===== src/design/npc_pkg.sv =====
package npc_pkg;

	//////////////////////////////////////////////////
	// widths and memory sizes
	//////////////////////////////////////////////////

	localparam int XLEN = 32;

	// word-organized memories, 1 KiB each
	localparam int IMEM_WORDS = 256;
	localparam int IMEM_AW    = 8;
	localparam int DMEM_WORDS = 256;
	localparam int DMEM_AW    = 8;

	// ebreak as the halt instruction
	localparam logic [31:0] EBREAK_WORD = 32'h0010_0073;

	//////////////////////////////////////////////////
	// encodings
	//////////////////////////////////////////////////

	// rv32i major opcodes
	typedef enum logic [6:0] {
		op_r      = 7'b0110011,
		op_i      = 7'b0010011,
		op_load   = 7'b0000011,
		op_store  = 7'b0100011,
		op_branch = 7'b1100011,
		op_lui    = 7'b0110111,
		op_auipc  = 7'b0010111,
		op_jal    = 7'b1101111,
		op_jalr   = 7'b1100111,
		op_system = 7'b1110011
	} opcode_t;

	// alu operations
	typedef enum logic [3:0] {
		alu_add,
		alu_sub,
		alu_sll,
		alu_slt,
		alu_sltu,
		alu_xor,
		alu_srl,
		alu_sra,
		alu_or,
		alu_and
	} alu_op_t;

endpackage


===== src/design/npc_buses.sv =====
// decoded instruction fields, idu to exu and gpr
interface npc_decode_if;
	import npc_pkg::*;

	opcode_t         op;
	logic [2:0]      func3;
	alu_op_t         alu_op;
	logic [4:0]      rd;
	logic [4:0]      rs1_addr;
	logic [4:0]      rs2_addr;
	// bit 0 reads rs1, bit 1 reads rs2
	logic [1:0]      ren;
	logic [XLEN-1:0] imm;

	modport idu (output op, func3, alu_op, rd, rs1_addr, rs2_addr, ren, imm);

	modport exu (input op, func3, alu_op, rd, rs1_addr, rs2_addr, ren, imm);

	modport gpr (input rs1_addr, rs2_addr, ren);

endinterface



===== src/design/npc_gpr.sv =====
module npc_gpr (
	input  logic                     clk,
	input  logic                     rst,
	npc_decode_if.gpr                dec,
	input  logic                     wb_en,
	input  logic [4:0]               wb_addr,
	input  logic [npc_pkg::XLEN-1:0] wb_data,
	output logic [npc_pkg::XLEN-1:0] rs1_data,
	output logic [npc_pkg::XLEN-1:0] rs2_data
);
	import npc_pkg::*;

	logic [XLEN-1:0] regs [32];

	// single write port, x0 never written
	always_ff @(posedge clk) begin
		if (rst) begin
			for (int i = 0; i < 32; i++) begin
				regs[i] <= '0;
			end
		end else if (wb_en && wb_addr != 5'd0) begin
			regs[wb_addr] <= wb_data;
		end
	end

	// two read ports
	// zero when disabled or addressing x0
	always_comb begin
		rs1_data = '0;
		rs2_data = '0;
		if (dec.ren[0] && dec.rs1_addr != 5'd0) begin
			rs1_data = regs[dec.rs1_addr];
		end
		if (dec.ren[1] && dec.rs2_addr != 5'd0) begin
			rs2_data = regs[dec.rs2_addr];
		end
	end

endmodule


===== src/flat_wrapper.sv =====
// flat-port wrapper written by rule: the top's interface ports become plain ports
module npc_gpr_flat import npc_pkg::*;
  (clk, rst, wb_en, wb_addr, wb_data, rs1_data, rs2_data, dec_rs1_addr, dec_rs2_addr, dec_ren);
  npc_decode_if dec_i ();
  input  logic clk;
  input  logic rst;
  input  logic wb_en;
  input  logic [4:0] wb_addr;
  input  logic [npc_pkg::XLEN-1:0] wb_data;
  output logic [npc_pkg::XLEN-1:0] rs1_data;
  output logic [npc_pkg::XLEN-1:0] rs2_data;
  input wire logic [$bits(dec_i.rs1_addr)-1:0] dec_rs1_addr;
  input wire logic [$bits(dec_i.rs2_addr)-1:0] dec_rs2_addr;
  input wire logic [$bits(dec_i.ren)-1:0] dec_ren;
  assign dec_i.rs1_addr = dec_rs1_addr;
  assign dec_i.rs2_addr = dec_rs2_addr;
  assign dec_i.ren = dec_ren;
  npc_gpr u_core (.clk(clk), .rst(rst), .dec(dec_i), .wb_en(wb_en), .wb_addr(wb_addr), .wb_data(wb_data), .rs1_data(rs1_data), .rs2_data(rs2_data));
endmodule

===== config.mk =====
export PLATFORM = sky130hd
export DESIGN_NAME = npc_gpr_flat
export DESIGN_NICKNAME = d
export VERILOG_FILES = /design/src/design/npc_pkg.sv /design/src/design/npc_buses.sv /design/src/design/npc_gpr.sv /design/src/flat_wrapper.sv
export SDC_FILE = /design/constraint.sdc
export NUM_CORES = 2
export LEC_CHECK = 0
export BUFFER_PORTS_ARGS = -buffer_cell sky130_fd_sc_hd__buf_2
export CAP_MARGIN = 40
export CORE_ASPECT_RATIO = 0.8
export CORE_MARGIN = 8
export CORE_UTILIZATION = 55
export DETAILED_ROUTE_END_ITERATION = 6
export HOLD_SLACK_MARGIN = 0.1
export PLACE_DENSITY = 0.72
export SYNTH_ARGS = -nofsm -noshare
export SYNTH_HDL_FRONTEND = slang
export SYNTH_SLANG_ARGS = --single-unit

===== constraint.sdc =====
create_clock -name clk -period 5.1 [get_ports clk]
set_clock_uncertainty 0.2 [all_clocks]
set_input_delay 1.275 -clock clk [delete_from_list [all_inputs] [get_ports clk]]
set_output_delay 1.275 -clock clk [all_outputs]
set_load 0.02 [all_outputs]

==> impl_metrics.toml <==
[timing]
hold_viol = 0
tightest_slew_ns = 0.941
finalSetupTns_ns = 0
timing.final.crit_share = 0.993
slew_viol_final = 0
setup_viol = 0
max_freq_ghz = 0.197
worst_hold_slack_ns = 1.03
finalCriticalPeriod_ns = 5.06
finalWorstSetupSlack_ns = 0.0351
slew_headroom = 0.373

[critical_path]
cp_max_fo = 22
crit_type = "in -> out"
cpMaxStageDelayCell = "a211oi_1"
crit_arrival_ns = 3.59
crit_path_end_kind = "primary output"
start_kind = "input pin"
worstPathRequired_ns = 3.62
path_common_cell = "buf_4"
crit_start = "dec_rs1_addr[2]"
slowest_delay_ns = 0.71
cp_cell_sequence = "buf_8, buf_4, buf_12, buf_4, mux2i_1, a22oi_1, nand4_1, a211oi_1, buf_2"

[power]
switching_share = 0.248
power_density_mw_per_mm2 = 324
p_sw_mw = 4.93
ir_drop_v = 0.000306
pwr-share-comb = 0.125
p_int_mw = 14.9
pwr-share-seq = 0.503
fin_total_pwr_mw = 19.8
clock_power_share = 0.372
leakage_nw = 22.1

[synth]
ys.flop_type = "edfxtp_1"
ys_seq_elements = 1024
async_flop_share = 0
post_synth_main_area_contributors = "edfxtp_1, mux4_2, and2_1, mux2i_1, clkbuf_1"
synth_largest_area_cell = "edfxtp_1"
netlist_instances = 3747
synth_area_sq_mm = 0.0547
synth_most_common_cell = "edfxtp_1"
synth-seq-area-share = 0.562
yosysWarningCount = 0
synth_top_area_frac = 0.562
ys_top_cells_by_count = "edfxtp_1, and2_1, mux2i_1"
synth_edf_count = 1024
synth.distinct_cells = 40
synth.avg_cell_area_sq_um = 14.6

[global_routing]
track_usage = 0.299
grt_max_degree = 56
grt_pass1_wl_mm = 243
grt_pass1_vias = 35600
overflow = 0
antenna_found_initial = 10

[routing]
final_antenna_net_count = 0
wire_per_inst_microns = 32.2
vias = 35500
drc_errors = 0
drt_iter0_drc = 5126
firstDrtPassIters = 6
via_per_inst = 6.76
wirelength_mm = 169

[worst_hold_path]
hp-start = "wb_data[0]"
worstHoldPathType = "in -> reg"
hold_end = "u_core.regs[7][0]"
hold_depth = 2

[clock_tree]
hold_buffers = 0
root_buffer = "clkbuf_16"
path_clk_slew_ns = 0.06
numClockSinks = 1024
cts_tree = "done"
htreeDepth = 3
clockBufferDepth = 3
cts_buffers = 101

[final_layout]
largest_reg_flops = 1024
fin_nets = 3895
fin_cells = 5243
drive_gt1_frac = 0.249
biggestRegsByFlops = "u_core.regs: 1024 flops"
n_fill_cell = 7260
top_register = "u_core.regs"
area_growth_pct = 11.9

[floorplanning]
ios = 116
die_area_sq_mm = 0.110
die_w_microns = 369
rows = 103
initial_core_util = 0.554
die_h_microns = 298
core_area_sq_mm = 0.0987

[run]
drv_cap = 0

[place]
dp.final_hpwl_mm = 106
pre_cts_ws_ns = -0.0644
port_buffers = 115
gp_congestion = 0.905
dpl.cell_count = 5052

[status]
status = "completed"
-- placed cells by master, fill, tap and decap left out, types with 23 or more instances in the layout --
cell	netlist	layout
edfxtp_1	1024	1024
and2_1	994	993
mux2i_1	384	384
mux4_2	352	352
buf_4	46	190
buf_2	55	110
clkbuf_16	0	105
nand2_1	80	80
a22oi_1	64	64
o221ai_1	64	64
buf_12	0	64
a221oi_1	57	55
a221o_1	32	32
a31oi_1	32	32
a21oi_1	32	32
nand4_1	32	32
mux2_2	32	32
nor2_2	0	32
conb_1	1	32
or2_2	31	31
a211oi_1	32	28
clkinv_1	0	24
clkbuf_1	276	23
-- cell type report --
| class | count | area [sq um] | share of cell area |
|---|---|---|---|
| timing repair buffer | 369 | 3340 | 0.0545 |
| clock inverter | 55 | 460 | 0.00751 |
| clock buffer | 128 | 2710 | 0.0443 |
| antenna | 8 | 20.0 | 0.000327 |
| tap | 1312 | 1640 | 0.0268 |
| multi-input combinational | 2345 | 22300 | 0.364 |
| sequential | 1024 | 30700 | 0.502 |
| inverter | 2 | 12.5 | 0.000204 |
-- cells by family after synthesis --
group                  after synthesis  synth area share
AOI/OAI and AO/OA                  348            0.0488
buffers and inverters              409            0.0359
DFF                               1024             0.562
muxes                              768             0.222
other                                1         0.0000685
and+or+nand+nor                   1197             0.132
-- repair_timing --
action,in CTS,in global routing
pin swaps,0,2
setup endpoints to repair,3,5
buffers inserted,0,0
hold endpoints to repair,0,0
gates resized for setup,2,6
-- critical path, delay by kind of cell --
kind,cells,cell delay (ns)
buf+inv,5,1.06
compound gates,2,0.93
simple gates,1,0.18
mux,1,0.10
-- power by group through the flow --
stage / logic [mW] / clock network, mW / registers (mW)
5_1_grt: 2.57 / 7.72 / 10.0
4_1_cts: 2.45 / 7.43 / 9.96
6_report: 2.48 / 7.38 / 9.98
3_3_place_gp: 2.41 / 0 / 10.1
3_5_place_dp: 2.44 / 0 / 10.1
2_1_floorplan: 1.53 / 0 / 10.0
-- how the worst max path moves through the flow --
stage,to,slack (ns),cells after the start
floorplan,rs1_data[30],0.72,7
global placement,rs1_data[0],-0.34,9
detailed placement,rs1_data[16],-0.06,8
CTS,rs1_data[16],0.02,8
global route,rs1_data[10],-0.007,8
finish,rs1_data[16],0.04,9
-- stage by stage --
step                area (sq um)  utilization
CTS                        61200        0.620
finish                     61300        0.621
global placement           57900        0.587
floorplan                  54900            -
global route               61300        0.621
detailed placement         58000        0.588
-- metal layers --
layer	global-route usage	vias up	routed length [microns]
li1	-	14600	-
met1	0.421	18100	65700
met2	0.449	2401	75500
met3	0.0658	406	19000
met4	0.134	6	8430
met5	0	-	39
(Power assumes the default switching activity.)
