--- src/design/npc_pkg.sv ---
package npc_pkg;

	//////////////////////////////////////////////////
	// widths and memory sizes
	//////////////////////////////////////////////////

	localparam int XLEN = 32;

	// word-organized memories, 1 KiB each
	localparam int IMEM_WORDS = 256;
	localparam int IMEM_AW    = 8;
	localparam int DMEM_WORDS = 256;
	localparam int DMEM_AW    = 8;

	// ebreak as the halt instruction
	localparam logic [31:0] EBREAK_WORD = 32'h0010_0073;

	//////////////////////////////////////////////////
	// encodings
	//////////////////////////////////////////////////

	// rv32i major opcodes
	typedef enum logic [6:0] {
		op_r      = 7'b0110011,
		op_i      = 7'b0010011,
		op_load   = 7'b0000011,
		op_store  = 7'b0100011,
		op_branch = 7'b1100011,
		op_lui    = 7'b0110111,
		op_auipc  = 7'b0010111,
		op_jal    = 7'b1101111,
		op_jalr   = 7'b1100111,
		op_system = 7'b1110011
	} opcode_t;

	// alu operations
	typedef enum logic [3:0] {
		alu_add,
		alu_sub,
		alu_sll,
		alu_slt,
		alu_sltu,
		alu_xor,
		alu_srl,
		alu_sra,
		alu_or,
		alu_and
	} alu_op_t;

endpackage

--- src/design/npc_buses.sv ---
// decoded instruction fields, idu to exu and gpr
interface npc_decode_if;
	import npc_pkg::*;

	opcode_t         op;
	logic [2:0]      func3;
	alu_op_t         alu_op;
	logic [4:0]      rd;
	logic [4:0]      rs1_addr;
	logic [4:0]      rs2_addr;
	// bit 0 reads rs1, bit 1 reads rs2
	logic [1:0]      ren;
	logic [XLEN-1:0] imm;

	modport idu (output op, func3, alu_op, rd, rs1_addr, rs2_addr, ren, imm);

	modport exu (input op, func3, alu_op, rd, rs1_addr, rs2_addr, ren, imm);

	modport gpr (input rs1_addr, rs2_addr, ren);

endinterface

// data memory access, exu to lsu
interface npc_mem_if;
	import npc_pkg::*;

	logic [XLEN-1:0] addr;
	logic [XLEN-1:0] wdata;
	logic            wen;
	// access size and load extension
	logic [2:0]      func3;
	logic [XLEN-1:0] rdata;

	modport exu (output addr, wdata, wen, func3, input rdata);

	modport lsu (input addr, wdata, wen, func3, output rdata);

endinterface

--- src/design/npc_exu.sv ---
module npc_exu (
	input  logic [npc_pkg::XLEN-1:0] pc,
	npc_decode_if.exu                dec,
	input  logic [npc_pkg::XLEN-1:0] rs1_data,
	input  logic [npc_pkg::XLEN-1:0] rs2_data,
	npc_mem_if.exu                   mem,
	output logic [npc_pkg::XLEN-1:0] next_pc,
	output logic                     wb_en,
	output logic [4:0]               wb_addr,
	output logic [npc_pkg::XLEN-1:0] wb_data,
	output logic                     is_ebreak
);
	import npc_pkg::*;

	logic [XLEN-1:0] op_a;
	logic [XLEN-1:0] op_b;
	logic [XLEN-1:0] alu_res;
	logic [XLEN-1:0] pc_plus4;
	logic [XLEN-1:0] pc_target;
	logic            take;
	logic            writes_rd;

	//////////////////////////////////////////////////
	// alu
	//////////////////////////////////////////////////

	// pc feeds auipc and jal, register otherwise
	assign op_a = (dec.op == op_auipc || dec.op == op_jal) ? pc : rs1_data;

	always_comb begin
		case (dec.op)
			op_r, op_branch: op_b = rs2_data;
			default:         op_b = dec.imm;
		endcase
	end

	always_comb begin
		case (dec.alu_op)
			alu_sub:  alu_res = op_a - op_b;
			alu_sll:  alu_res = op_a << op_b[4:0];
			alu_slt:  alu_res = {{(XLEN-1){1'b0}}, $signed(op_a) < $signed(op_b)};
			alu_sltu: alu_res = {{(XLEN-1){1'b0}}, op_a < op_b};
			alu_xor:  alu_res = op_a ^ op_b;
			alu_srl:  alu_res = op_a >> op_b[4:0];
			alu_sra:  alu_res = $unsigned($signed(op_a) >>> op_b[4:0]);
			alu_or:   alu_res = op_a | op_b;
			alu_and:  alu_res = op_a & op_b;
			default:  alu_res = op_a + op_b;
		endcase
	end

	//////////////////////////////////////////////////
	// branch and next pc
	//////////////////////////////////////////////////

	always_comb begin
		case (dec.func3)
			3'b000:  take = rs1_data == rs2_data;
			3'b001:  take = rs1_data != rs2_data;
			3'b100:  take = $signed(rs1_data) < $signed(rs2_data);
			3'b101:  take = $signed(rs1_data) >= $signed(rs2_data);
			3'b110:  take = rs1_data < rs2_data;
			3'b111:  take = rs1_data >= rs2_data;
			default: take = 1'b0;
		endcase
	end

	assign pc_plus4  = pc + 32'd4;
	assign pc_target = pc + dec.imm;

	always_comb begin
		case (dec.op)
			op_jal:    next_pc = pc_target;
			op_jalr:   next_pc = {alu_res[XLEN-1:1], 1'b0};
			op_branch: next_pc = take ? pc_target : pc_plus4;
			default:   next_pc = pc_plus4;
		endcase
	end

	//////////////////////////////////////////////////
	// memory, write-back, halt
	//////////////////////////////////////////////////

	assign mem.addr  = alu_res;
	assign mem.wdata = rs2_data;
	assign mem.wen   = dec.op == op_store;
	assign mem.func3 = dec.func3;

	always_comb begin
		writes_rd = 1'b1;
		case (dec.op)
			op_jal, op_jalr: wb_data = pc_plus4;
			op_load:         wb_data = mem.rdata;
			op_r, op_i, op_lui, op_auipc: wb_data = alu_res;
			default: begin
				wb_data   = '0;
				writes_rd = 1'b0;
			end
		endcase
	end

	// rd of x0 counts as no write
	assign wb_en   = writes_rd && dec.rd != 5'd0;
	assign wb_addr = dec.rd;

	assign is_ebreak = dec.op == op_system && dec.func3 == 3'b000 &&
		dec.imm[11:0] == EBREAK_WORD[31:20] && dec.rs1_addr == 5'd0 && dec.rd == 5'd0;

endmodule

--- src/flat_wrapper.sv ---
// flat-port wrapper written by rule: the top's interface ports become plain ports
module npc_exu_flat import npc_pkg::*;
  (pc, rs1_data, rs2_data, next_pc, wb_en, wb_addr, wb_data, is_ebreak, dec_op, dec_func3, dec_alu_op, dec_rd, dec_rs1_addr, dec_rs2_addr, dec_ren, dec_imm, mem_addr, mem_wdata, mem_wen, mem_func3, mem_rdata);
  npc_decode_if dec_i ();
  npc_mem_if mem_i ();
  input  logic [npc_pkg::XLEN-1:0] pc;
  input  logic [npc_pkg::XLEN-1:0] rs1_data;
  input  logic [npc_pkg::XLEN-1:0] rs2_data;
  output logic [npc_pkg::XLEN-1:0] next_pc;
  output logic wb_en;
  output logic [4:0] wb_addr;
  output logic [npc_pkg::XLEN-1:0] wb_data;
  output logic is_ebreak;
  input wire logic [$bits(dec_i.op)-1:0] dec_op;
  input wire logic [$bits(dec_i.func3)-1:0] dec_func3;
  input wire logic [$bits(dec_i.alu_op)-1:0] dec_alu_op;
  input wire logic [$bits(dec_i.rd)-1:0] dec_rd;
  input wire logic [$bits(dec_i.rs1_addr)-1:0] dec_rs1_addr;
  input wire logic [$bits(dec_i.rs2_addr)-1:0] dec_rs2_addr;
  input wire logic [$bits(dec_i.ren)-1:0] dec_ren;
  input wire logic [$bits(dec_i.imm)-1:0] dec_imm;
  output wire logic [$bits(mem_i.addr)-1:0] mem_addr;
  output wire logic [$bits(mem_i.wdata)-1:0] mem_wdata;
  output wire logic [$bits(mem_i.wen)-1:0] mem_wen;
  output wire logic [$bits(mem_i.func3)-1:0] mem_func3;
  input wire logic [$bits(mem_i.rdata)-1:0] mem_rdata;
  assign dec_i.op = dec_op;
  assign dec_i.func3 = dec_func3;
  assign dec_i.alu_op = dec_alu_op;
  assign dec_i.rd = dec_rd;
  assign dec_i.rs1_addr = dec_rs1_addr;
  assign dec_i.rs2_addr = dec_rs2_addr;
  assign dec_i.ren = dec_ren;
  assign dec_i.imm = dec_imm;
  assign mem_addr = mem_i.addr;
  assign mem_wdata = mem_i.wdata;
  assign mem_wen = mem_i.wen;
  assign mem_func3 = mem_i.func3;
  assign mem_i.rdata = mem_rdata;
  npc_exu u_core (.pc(pc), .dec(dec_i), .rs1_data(rs1_data), .rs2_data(rs2_data), .mem(mem_i), .next_pc(next_pc), .wb_en(wb_en), .wb_addr(wb_addr), .wb_data(wb_data), .is_ebreak(is_ebreak));
endmodule
--- config.mk ---
export PLATFORM = sky130hd
export DESIGN_NAME = npc_exu_flat
export DESIGN_NICKNAME = d
export VERILOG_FILES = /design/src/design/npc_pkg.sv /design/src/design/npc_buses.sv /design/src/design/npc_exu.sv /design/src/flat_wrapper.sv
export SDC_FILE = /design/constraint.sdc
export NUM_CORES = 1
export LEC_CHECK = 0
export ABC_AREA = 0
export BUFFER_PORTS_ARGS = -buffer_cell sky130_fd_sc_hd__buf_2
export CAP_MARGIN = 20
export CORE_MARGIN = 1
export CORE_UTILIZATION = 30
export DETAILED_ROUTE_END_ITERATION = 6
export GPL_ROUTABILITY_DRIVEN = 1
export PLACE_DENSITY = 0.57
export SYNTH_ARGS = -nofsm -noshare
export SYNTH_HDL_FRONTEND = slang
export SYNTH_SLANG_ARGS = --single-unit
--- constraint.sdc ---
create_clock -name vclk -period 10.2
set_clock_uncertainty 0.05 [all_clocks]
set_input_delay 0 -clock vclk [all_inputs]
set_output_delay 0 -clock vclk [all_outputs]
set_load 0.05 [all_outputs]
==> metrics <==
status finished, final reports clean; footprint of the flip-flops and latches 0 um^2; die footprint around 0.047 mm^2; DRT Wirelength approximately 76,000 um; global-route wire length before repair 110,000 um; worst path arrival time 6.97 ns; Max-cap violations 0; Post-Syn Nets between 2,000 and 2,500; Sequential Power Share 0; Setup Viol. Count Final 0; Clock Buffer Count 0; Vias/cell about 6.3; Final Max Tran Viols 0; Yosys top cell by area ha_1; Final ANT Viol Nets 0; vias post-DR approximately 18,000; row count between 70 and 80; Met3 Routed Length 6770 um; synthesized instance count between 2,000 and 2,500; Starting DRT DRC Count between 2,000 and 2,500; sequential area share after synthesis 0; pwr dens ~70 mW/mm^2; Psw 0.771 mW; worst path required time 10.15 ns; Synth-to-Final Area Change 12.5%; Worst Hold Endpoint mem_wdata[28]; post-place instance area 0.0157 mm^2; crit path capture type output pin; count of hold-fix buffers inserted at cts 0; Die H 218 um; met2 wire length 33,100 um; CP max FO 61; CP Launch Type input pin; VDD IR max 0.0384 mV; Final Hold Viols 0; RSZ-0062 raised after global routing false; per-cell routed wire length about 26 um; Synth area leaders ha_1 14%, nor2_1 5.9%, mux2i_1 5.2%, o21ai_0 5.2%, a21oi_1 4.8%; Cell Area, Synth 0.0139 mm^2; gp weighted congestion a little over 1; post-cts sizing count 0; # nets final ~2,700; share of Yosys cell area claimed by the top area cell type 0.144; grt ovf 0; Clk pwr share 0; largest net degree at the start of global routing 65; Hold Path Depth 2; launch point of the worst hold path rs2_data[28]; drt first pass iters 6; critical path class in -> out; Seq cells 0; GRT Total Usage 0.305; setup tns final 0 ns; Sw Ratio 0.700; Power Total ~1.1 mW; IO buf count 323; highest clock rate approximately 0.14 GHz; internal power between 0.3 and 0.4 mW; Die W 218 um; setup bufs post-CTS 0; number of global-route vias before repair about 17,000; share of cells above drive strength 1 0.194; initial core utilization 0.306; WL met1 between 30,000 and 40,000 um; antenna violations before repair 2; Slew @ Worst Pin around 1.1 ns; Synth warnings 0; worst rel slew slack 0.254; Final period util 0.688; leakage between 7 and 8 nW; I/O Pins 330; DR top layer met4; DRC viols 0; Combinational Power Share 1.000; Cell variety after synth 103; syn avg cell area 6.55 um^2; Final Critical Period 7.02 ns; min-delay worst type in -> out; core area 0.0456 mm^2; post-route cell area 0.0157 mm^2; Post-DP HPWL a little over 60,000 um
==> metrics by stage <==
stage | std cells | util | setup slack [ns] | hold WS [ns]
final | 2913 | 0.344 | 3.18 | 0.251
after CTS | 2911 | 0.344 | 3.45 | 0.252
after global placement | 2911 | 0.344 | 3.49 | 0.253
after floorplan | 2128 | - | 4.51 | 0.117
after global routing | 2913 | 0.344 | 2.94 | 0.253
after detailed placement | 2911 | 0.344 | 3.47 | 0.252
==> cell families after synthesis <==
kind of cell / count (synthesis) / share of synthesized area
AO/OA/AOI/OAI: 733 / 0.359
AND/OR/NAND/NOR: 706 / 0.245
buffers and inverters: 333 / 0.111
adder cells (fa/ha/maj): 164 / 0.149
multiplexers: 110 / 0.0858
XOR/XNOR: 82 / 0.0515
==> worst max-delay path by stage <==
stage	from	to	slack [ns]	cells after the start
after floorplan	dec_op[3]	wb_data[27]	4.51	18
after global placement	dec_op[3]	wb_data[0]	3.49	22
after detailed placement	dec_op[3]	wb_data[0]	3.47	22
after CTS	dec_op[3]	wb_data[0]	3.45	22
after global routing	dec_op[3]	wb_data[0]	2.94	22
final	dec_op[3]	wb_data[0]	3.18	22
==> Yosys cell counts (all sizes together) (6+ instances only) <==
| cell | n |
|---|---|
| o21ai | 176 |
| a311oi | 6 |
| xnor2 | 53 |
| and3 | 16 |
| a21o | 67 |
| o31ai | 17 |
| a221oi | 32 |
| nor2 | 222 |
| mux2i | 76 |
| a21oi | 136 |
| nand2 | 164 |
| a211oi | 27 |
| a221o | 21 |
| o21a | 8 |
| a22oi | 32 |
| mux2 | 31 |
| a31oi | 18 |
| o2111ai | 9 |
| nor4 | 13 |
| o22ai | 22 |
| a22o | 8 |
| o221ai | 32 |
| inv | 156 |
| or3 | 14 |
| or2 | 9 |
| buf | 85 |
| nand3 | 123 |
| a21bo | 7 |
| o21bai | 18 |
| xor2 | 29 |
| a211o | 6 |
| o211ai | 40 |
| ha | 161 |
| nor3 | 40 |
| and2 | 22 |
| nand4 | 19 |
| nand2b | 20 |
| nor2b | 19 |
| clkbuf | 90 |
==> routing by layer <==
layer	global-route usage	vias up
li1	-	8197
met1	0.407	8801
met2	0.483	1133
met3	0.0453	197
met4	0.135	0
met5	0	-
==> power groups by stage <==
stage | registers (mW) | logic [mW] | clock network (mW)
finish | 0 | 1.10 | 0.0000000131
CTS | 0 | 1.07 | 0
global placement | 0 | 1.06 | 0
detailed placement | 0 | 1.07 | 0
global route | 0 | 1.16 | 0.0000000131
floorplan | 0 | 0.730 | 0
==> area by class of cell <==
| type | count | area, um^2 |
|---|---|---|
| repair buffers | 359 | 1890 |
| inverters | 158 | 599 |
| diodes | 1 | 2.50 |
| fillers | 5067 | 29900 |
| well taps | 600 | 751 |
| multi-input cells | 1795 | 12400 |
==> cell usage in the layout (no fill, tap or decap), drive strengths merged, types with 31 or more instances in the layout <==
cell / n
a21o: 67
a21oi: 136
a221oi: 32
a22oi: 32
buf: 359
ha: 161
inv: 156
mux2: 31
mux2i: 76
nand2: 164
nand3: 123
nor2: 222
nor3: 40
o211ai: 40
o21ai: 176
o221ai: 32
xnor2: 53
==> critical path, stage by stage <==
cell and delay (ns):
buf_2 0.12, and4bb_1 0.35, nand3_2 0.42, nand2_1 0.29, o21ai_4 0.07, buf_4 0.35
inv_2 0.11, buf_4 0.60, ha_1 0.35, nor2_1 0.07, a21oi_1 0.20, o221ai_1 0.27
a21oi_1 0.44, nand3_1 0.22, a31oi_1 0.42, a31oi_1 0.26, o31ai_1 0.55, a311oi_1 0.41
a2111oi_0 0.60, o21ai_1 0.32, a21o_1 0.25, buf_2 0.20
Note: power is estimated with default switching activity, not from simulation.
