$ cat config.mk
export PLATFORM = sky130hd
export DESIGN_NAME = npc_idu_flat
export DESIGN_NICKNAME = d
export VERILOG_FILES = /design/src/design/npc_pkg.sv /design/src/design/npc_buses.sv /design/src/design/npc_idu.sv /design/src/flat_wrapper.sv
export SDC_FILE = /design/constraint.sdc
export NUM_CORES = 1
export LEC_CHECK = 0
export ABC_AREA = 1
export BUFFER_PORTS_ARGS = -buffer_cell sky130_fd_sc_hd__buf_4
export CAP_MARGIN = 20
export CORE_MARGIN = 10
export CORE_UTILIZATION = 43
export DETAILED_ROUTE_END_ITERATION = 8
export PLACE_DENSITY = 0.86
export SETUP_SLACK_MARGIN = 0.4
export SYNTH_ARGS = -nofsm -noshare
export SYNTH_HDL_FRONTEND = slang
export SYNTH_SLANG_ARGS = --single-unit
$ cat constraint.sdc
create_clock -name vclk -period 1.2
set_clock_uncertainty 0.2 [all_clocks]
set_input_delay 0.06 -clock vclk [all_inputs]
set_output_delay 0.06 -clock vclk [all_outputs]
set_load 0.01 [all_outputs]
$ cat src/design/npc_pkg.sv
package npc_pkg;

	//////////////////////////////////////////////////
	// widths and memory sizes
	//////////////////////////////////////////////////

	localparam int XLEN = 32;

	// word-organized memories, 1 KiB each
	localparam int IMEM_WORDS = 256;
	localparam int IMEM_AW    = 8;
	localparam int DMEM_WORDS = 256;
	localparam int DMEM_AW    = 8;

	// ebreak as the halt instruction
	localparam logic [31:0] EBREAK_WORD = 32'h0010_0073;

	//////////////////////////////////////////////////
	// encodings
	//////////////////////////////////////////////////

	// rv32i major opcodes
	typedef enum logic [6:0] {
		op_r      = 7'b0110011,
		op_i      = 7'b0010011,
		op_load   = 7'b0000011,
		op_store  = 7'b0100011,
		op_branch = 7'b1100011,
		op_lui    = 7'b0110111,
		op_auipc  = 7'b0010111,
		op_jal    = 7'b1101111,
		op_jalr   = 7'b1100111,
		op_system = 7'b1110011
	} opcode_t;

	// alu operations
	typedef enum logic [3:0] {
		alu_add,
		alu_sub,
		alu_sll,
		alu_slt,
		alu_sltu,
		alu_xor,
		alu_srl,
		alu_sra,
		alu_or,
		alu_and
	} alu_op_t;

endpackage

$ cat src/design/npc_buses.sv
// decoded instruction fields, idu to exu and gpr
interface npc_decode_if;
	import npc_pkg::*;

	opcode_t         op;
	logic [2:0]      func3;
	alu_op_t         alu_op;
	logic [4:0]      rd;
	logic [4:0]      rs1_addr;
	logic [4:0]      rs2_addr;
	// bit 0 reads rs1, bit 1 reads rs2
	logic [1:0]      ren;
	logic [XLEN-1:0] imm;

	modport idu (output op, func3, alu_op, rd, rs1_addr, rs2_addr, ren, imm);

	modport exu (input op, func3, alu_op, rd, rs1_addr, rs2_addr, ren, imm);

	modport gpr (input rs1_addr, rs2_addr, ren);

endinterface


$ cat src/design/npc_idu.sv
module npc_idu (
	input  logic [npc_pkg::XLEN-1:0] inst,
	npc_decode_if.idu                dec
);
	import npc_pkg::*;

	opcode_t         op;
	logic [2:0]      raw_func3;
	logic [XLEN-1:0] imm_i;
	logic [XLEN-1:0] imm_s;
	logic [XLEN-1:0] imm_b;
	logic [XLEN-1:0] imm_u;
	logic [XLEN-1:0] imm_j;

	// fixed fields
	assign op        = opcode_t'(inst[6:0]);
	assign raw_func3 = inst[14:12];

	assign dec.op       = op;
	assign dec.rd       = inst[11:7];
	assign dec.rs1_addr = inst[19:15];
	assign dec.rs2_addr = inst[24:20];

	// upper-immediate and jal formats carry no func3
	always_comb begin
		case (op)
			op_auipc, op_jal: dec.func3 = 3'b000;
			default:          dec.func3 = raw_func3;
		endcase
	end

	//////////////////////////////////////////////////
	// immediates
	//////////////////////////////////////////////////

	assign imm_i = {{20{inst[31]}}, inst[31:20]};
	assign imm_s = {{20{inst[31]}}, inst[31:25], inst[11:7]};
	assign imm_b = {{20{inst[31]}}, inst[7], inst[30:25], inst[11:8], 1'b0};
	assign imm_u = {inst[31:12], 12'b0};
	assign imm_j = {{12{inst[31]}}, inst[19:12], inst[20], inst[30:21], 1'b0};

	always_comb begin
		case (op)
			op_i, op_load, op_jalr, op_system: dec.imm = imm_i;
			op_store:                          dec.imm = imm_s;
			op_branch:                         dec.imm = imm_b;
			op_lui, op_auipc:                  dec.imm = imm_u;
			op_jal:                            dec.imm = imm_j;
			default:                           dec.imm = '0;
		endcase
	end

	//////////////////////////////////////////////////
	// register read enables
	//////////////////////////////////////////////////

	always_comb begin
		case (op)
			op_r, op_store, op_branch: dec.ren = 2'b11;
			op_i, op_load, op_jalr:    dec.ren = 2'b01;
			default:                   dec.ren = 2'b00;
		endcase
	end

	//////////////////////////////////////////////////
	// alu operation
	//////////////////////////////////////////////////

	// bit 30 picks sub and sra, sub only for the register form
	always_comb begin
		dec.alu_op = alu_add;
		if (op == op_r || op == op_i) begin
			case (raw_func3)
				3'b000: dec.alu_op = (op == op_r && inst[30]) ? alu_sub : alu_add;
				3'b001: dec.alu_op = alu_sll;
				3'b010: dec.alu_op = alu_slt;
				3'b011: dec.alu_op = alu_sltu;
				3'b100: dec.alu_op = alu_xor;
				3'b101: dec.alu_op = inst[30] ? alu_sra : alu_srl;
				3'b110: dec.alu_op = alu_or;
				default: dec.alu_op = alu_and;
			endcase
		end
	end

endmodule

$ cat src/flat_wrapper.sv
// flat-port wrapper written by rule: the top's interface ports become plain ports
module npc_idu_flat import npc_pkg::*;
  (inst, dec_op, dec_func3, dec_alu_op, dec_rd, dec_rs1_addr, dec_rs2_addr, dec_ren, dec_imm);
  npc_decode_if dec_i ();
  input  logic [npc_pkg::XLEN-1:0] inst;
  output wire logic [$bits(dec_i.op)-1:0] dec_op;
  output wire logic [$bits(dec_i.func3)-1:0] dec_func3;
  output wire logic [$bits(dec_i.alu_op)-1:0] dec_alu_op;
  output wire logic [$bits(dec_i.rd)-1:0] dec_rd;
  output wire logic [$bits(dec_i.rs1_addr)-1:0] dec_rs1_addr;
  output wire logic [$bits(dec_i.rs2_addr)-1:0] dec_rs2_addr;
  output wire logic [$bits(dec_i.ren)-1:0] dec_ren;
  output wire logic [$bits(dec_i.imm)-1:0] dec_imm;
  assign dec_op = dec_i.op;
  assign dec_func3 = dec_i.func3;
  assign dec_alu_op = dec_i.alu_op;
  assign dec_rd = dec_i.rd;
  assign dec_rs1_addr = dec_i.rs1_addr;
  assign dec_rs2_addr = dec_i.rs2_addr;
  assign dec_ren = dec_i.ren;
  assign dec_imm = dec_i.imm;
  npc_idu u_core (.inst(inst), .dec(dec_i));
endmodule
==> results of run 1 <==
per-stage QoR:
stage          TNS [ps]  setup slack [ps]
3_5_place_dp      -8550              -266
2_1_floorplan         0              84.1
3_3_place_gp      -7470              -231
kinds of logic after synthesis:
family | share of synthesized area
compound gates | 0.0240
buf+inv | 0.263
simple gates | 0.713
synth_stat cells (all sizes together):
cell type | instances | share of area
nand2 | 102 | 0.31
nor2 | 50 | 0.16
nand3 | 49 | 0.21
buf | 34 | 0.20
inv | 21 | 0.063
a21oi | 3 | 0.012
o21ai | 3 | 0.012
nor3 | 2 | 0.016
clkbuf | 1 | 0.0030
nand3b | 1 | 0.0060
nor3b | 1 | 0.0060
==> results.yml, run 1 <==
clock_network:
  cts_resized: 102
  cts_hold_buf: 0
  postCtsSetupBuffers: 10
place:
  portBuffers: 95
  dpl_cell_area_um2: 2210
  place_congestion: 0.935
  place_hpwl_um: 4380
  dp.cells: 383
status:
  stop_error: "[ERROR DPL-0033] detailed placement checks failed during check placement."
  status: "stopped before the end"
  haltStage: "4_1_cts"
synthesis:
  synth.yosys.warnings: 0
  synth_area_um2: 1250
  synth_nets: 299
  synth.distinct_cells: 19
  synth_cells: 267
  ys_seq_area_frac: 0
  syn_area_per_cell_um2: 4.68
floorplanning:
  die_w_um: 73.9
  start_util: 0.453
  die_h_um: 73.9
  io_pins: 95
  rows: 19
==> inputs of run 2 (changes only) <==
- CORE_AREA: not set -> 10 10 71 73
- CORE_MARGIN: 10 -> not set
- CORE_UTILIZATION: 43 -> not set
- DIE_AREA: not set -> 0 0 81 83
- PLACE_DENSITY: 0.86 -> not set
- PLACE_DENSITY_LB_ADDON: not set -> 0.15
- SETUP_SLACK_MARGIN: 0.4 -> not set
==> run 2 against run 1 <==
  * The flow now finishes, with violations (negative setup slack)
  * Synthesized cell count did not move
  * Area after synthesis did not move
==> results.yml, run 2 <==
global_routing:
  grt_pass1_vias: 1882
  grtUsageMet3: 0.0323
  overflow: 0
  antenna_found_initial: 0
  grt_max_degree: 22
  use_met1: 0.171
  grt.total_usage: 0.148
  grt_util_met2: 0.280
  grt.busiest_layer: "met2"
  grt_pass1_wl_um: 8740
floorplanning:
  die_h_um: 83
  start_util: 0.344
  rows: 22
  die_w_um: 81
  coreArea_um2: 3630
  die_area_um2: 6720
  io_pins: 95
min_path:
  hp-class: "primary input to primary output"
place:
  dpl_cell_area_um2: 2060
  portBuffers: 95
  place_hpwl_um: 4100
  dp.cells: 408
  post-place-ws_ps: -281
  place_congestion: 0.830
sta:
  max_slew_margin: 0.822
  worst_slack_ps: -354
  hold_viol_final: 0
  slew_violations: 0
  setup_viol_count_final: 40
  fmax_ghz: 0.644
  whs_ps: 114
  timing.final.crit_share: 1.29
  worstMarginPinSlew_ps: 265
  rsz0062_at_grt: "true"
  finalCriticalPeriod_ps: 1550
route:
  vias: 2140
  drt_first_iter_violations: 222
  via_per_inst: 5.04
  dr.pass1.iters: 4
  ant_nets: 0
  avgRoutedWirePerCell_um: 16.1
  drt_wl_total_um: 6830
  drc_errors: 0
power_and_ir_drop:
  power_density_nw_per_um2: 216
  p_leak_nw: 1.64
  vdd_drop_max_mv: 0.170
status:
  violations: "negative setup slack"
  status: "finished with violations"
cells_and_area:
  nNetsFinal: 411
  final_layout_size_suffix_gt1_frac: 0.584
  final_cell_mix: "buf_4, nand2_1, nand3_1, buf_6, nor2_1"
  area_growth_pct: 134
  final_area_um2: 2920
  final_common_cell: "buf_4"
  clkbuf_count: 0
  diodes: 0
  final.fill_count: 255
  seq_cell_count: 0
  finish.utilization: 0.803
  regArea_um2: 0
  final_cells: 425
  multi_input_area_um2: 1300
synthesis:
  synth_cells: 267
  synth_nets: 299
  synth.yosys.warnings: 0
  ys_seq_area_frac: 0
  synth.top_cells.by_count: "nand2_1, nand3_1, nor2_1"
  ys_top_cells_by_area: "nand2_1, nand3_1, buf_4"
  synth.distinct_cells: 19
  syn_area_per_cell_um2: 4.68
  synth_area_um2: 1250
  synth.most_common_cell: "nand2_1"
  synth_top_area_frac: 0.301
  synth_top_area_cell: "nand2_1"
flow_run:
  maxCapViolCount: 0
critical_path:
  cp_data_required_time_ps: 940
  arrival_ps: 1290
  cp-start-kind: "primary input"
  path_class: "primary input to primary output"
  cp-end-kind: "primary output"
  cp_max_fo: 10
clock_network:
  cts_hold_buf: 0
[run 2: cell counts after synthesis]
Identical to the previous run, type by type.
[run 2: logic make-up (layout without fill, tap and decap cells)]
kind of cell,count (synthesis),count (layout),share of synthesized area
simple gates,205,205,0.713
buf+inv,56,166,0.263
compound gates,6,6,0.0240
[run 2: layer usage]
| metal | wire length, um | vias to the layer above |
|---|---|---|
| li1 | - | 1039 |
| met1 | 2640 | 994 |
| met2 | 3480 | 92 |
| met3 | 556 | 15 |
| met4 | 153 | 0 |
| met5 | 0 | - |
[run 2: layout make-up]
class                      count  share of cell area
timing repair buffer         145               0.499
inverter                      21              0.0356
tap                           48              0.0206
multi-input combinational    211               0.445
[run 2: path summary, 6_finish.rpt]
check / slack (ps) / from / cells after the start / end
setup / recovery: -350 / inst[3] / 11 / dec_imm[17]
hold / removal: 110 / inst[10] / 2 / dec_rd[3]
[run 2: per-stage QoR]
step / power, mW / TNS (ps)
6_report: 0.630 / -9710
5_1_grt: 0.671 / -11860
2_1_floorplan: 0.205 / 0
3_5_place_dp: 0.467 / -9270
4_1_cts: 0.511 / -7420
3_3_place_gp: 0.464 / -8350
[run 2: power by group]
part / internal (mW) / switching, mW / total (mW)
combinational: 0.317 / 0.313 / 0.630
clock: 0 / 0 / 0
sequential: 0 / 0 / 0
total: 0.317 / 0.313 / 0.630
[run 2: worst max-delay path: stages]
cell and delay [ps]:
buf_12 110, clkinv_8 50, buf_4 130, nor3_4 240, buf_6 150, buf_8 120
nand3_1 90, nand2_1 100, nor2_1 70, nand2_2 70, buf_6 100
[run 2: timing repair]
item	4_1_cts	5_1_grt
setup buffers	4	5
gates cloned	3	7
pin swaps	15	29
setup endpoints to repair	41	41
gates resized for setup	57	105
Note: power is estimated with default switching activity, not from simulation.
==> inputs of run 3 (changes only) <==
- SKIP_LAST_GASP: not set -> 1
==> run 3 against run 2 <==
  * Worst setup slack improved by 17 ps
  * Critical path type unchanged
  * Core utilization decreased by 0.41 points
  * Global-route usage unchanged
  * Combinational power about the same
  * Fmax increased by 1.1%
  * Flip-flop and latch count unchanged
  * Wire length increased by 2.6%
  * Sequential share of layout area unchanged
  * Die area unchanged
  * Critical endpoint unchanged
  * The flow still finishes with violations (negative setup slack)
  * Clock-buffer cell count unchanged
==> results.yml, run 3 (synthesized netlist as in run 2, its figures left out) <==
power_and_ir_drop:
  power_switching_uw: 315
  power_density_nw_per_um2: 217
  vdd_drop_max_mv: 0.171
  swShare: 0.499
  p_int_uw: 316
  clkPwrFrac: 0
  p_comb_frac: 1.000
  p_leak_nw: 1.64
  p_seq_frac: 0
floorplanning:
  die_area_um2: 6720
  rows: 22
  coreArea_um2: 3630
  start_util: 0.344
  die_h_um: 83
  io_pins: 95
  die_w_um: 81
cells_and_area:
  final_area_um2: 2900
  final_cells: 425
  regArea_um2: 0
  final.fill_count: 253
  area_growth_pct: 132
  diodes: 0
  final_layout_size_suffix_gt1_frac: 0.570
  seq_cell_count: 0
  nNetsFinal: 411
  finish.utilization: 0.799
  final_cell_mix: "buf_4, nand2_1, nand3_1"
  clkbuf_count: 0
  multi_input_area_um2: 1280
  final_common_cell: "buf_4"
route:
  avgRoutedWirePerCell_um: 16.5
  via_per_inst: 5.03
  drt_wl_total_um: 7000
  drc_errors: 0
  drt_first_iter_violations: 177
  vias: 2138
  ant_nets: 0
  dr.pass1.iters: 4
critical_path:
  crit_path_frequent_cell: "buf_6"
  crit_family: "buffers and inverters"
  crit_buf_inv: 6
  path_depth: 11
  cp-end-kind: "primary output"
  cp-start-kind: "primary input"
  slowest_stage: "nor3_4"
  max_stage_delay_ps: 240
  cp_data_required_time_ps: 940
  path_class: "primary input to primary output"
  crit_start: "inst[3]"
  arrival_ps: 1280
  crit_chain: "buf_12 -> clkinv_8 -> buf_4 -> nor3_4 -> buf_6 -> buf_8 -> nand3_1 -> nand2_1 -> nor2_1 -> nand2_2 -> buf_6"
  cp_max_fo: 10
sta:
  rsz0062_at_grt: "true"
  max_slew_margin: 0.831
  hold_viol_final: 0
  timing.final.crit_share: 1.28
  setup_viol_count_final: 40
  worst_slack_ps: -337
  worstMarginPinSlew_ps: 254
  slew_violations: 0
  finalCriticalPeriod_ps: 1540
  fmax_ghz: 0.651
place:
  dpl_cell_area_um2: 2060
  place_hpwl_um: 4100
  portBuffers: 95
  dp.cells: 408
  post-place-ws_ps: -281
  place_congestion: 0.830
global_routing:
  grt_max_degree: 22
  grt_pass1_vias: 1882
  grt.total_usage: 0.148
  overflow: 0
  antenna_found_initial: 0
  grt_pass1_wl_um: 8740
min_path:
  hold_start: "inst[11]"
  hp-class: "primary input to primary output"
  holdPathEnd: "dec_rd[4]"
  whs_path_depth: 2
status:
  status: "finished with violations"
  violations: "negative setup slack"
flow_run:
  maxCapViolCount: 0
run 3: changes by cell type in the layout (fill, tap and decap cells not counted):
cell and change:
nand2_1 +2, nand2_2 -2, nand3_1 +1, nand3_2 -1, nor2_1 +2, nor2_2 -2
run 3: final cells by class:
cell class,count,area share
Inverter,21,0.0358
Multi-Input combinational cell,211,0.442
Timing Repair Buffer,145,0.502
Tap cell,48,0.0207
run 3: worst max-delay path by stage:
| stage | end | slack (ps) |
|---|---|---|
| floorplan | dec_alu_op[0] | 40 |
| global placement | dec_imm[9] | -240 |
| detailed placement | dec_imm[28] | -280 |
| CTS | dec_imm[12] | -230 |
| global route | dec_imm[17] | -390 |
| finish | dec_imm[17] | -340 |
run 3: metal layers:
layer | routed length [um] | global-route usage | up-vias
met5 | 0 | 0 | -
met4 | 94 | 0.00313 | 0
met3 | 589 | 0.0323 | 10
met2 | 3730 | 0.280 | 100
met1 | 2590 | 0.171 | 986
li1 | - | - | 1042
run 3: power by group through the flow:
stage / logic [mW] / clock network (mW) / registers, mW
global placement: 0.464 / 0 / 0
floorplan: 0.205 / 0 / 0
CTS: 0.511 / 0 / 0
detailed placement: 0.467 / 0 / 0
global route: 0.670 / 0 / 0
finish: 0.631 / 0 / 0
run 3: timing repair:
item	CTS	global route
hold buffers	0	0
endpoints found under the setup margin	41	41
gates resized for setup	57	100
gates cloned	3	7
setup buffers	4	5
pin swaps	15	28
run 3: stage by stage:
stage                     power (mW)  TNS, ps  hold slack [ps]
after floorplan                0.205        0             11.8
after global placement         0.464    -8350              112
after detailed placement       0.467    -9270              112
after CTS                      0.511    -7420              112
after global routing           0.670   -11820              121
final                          0.631    -9880              110
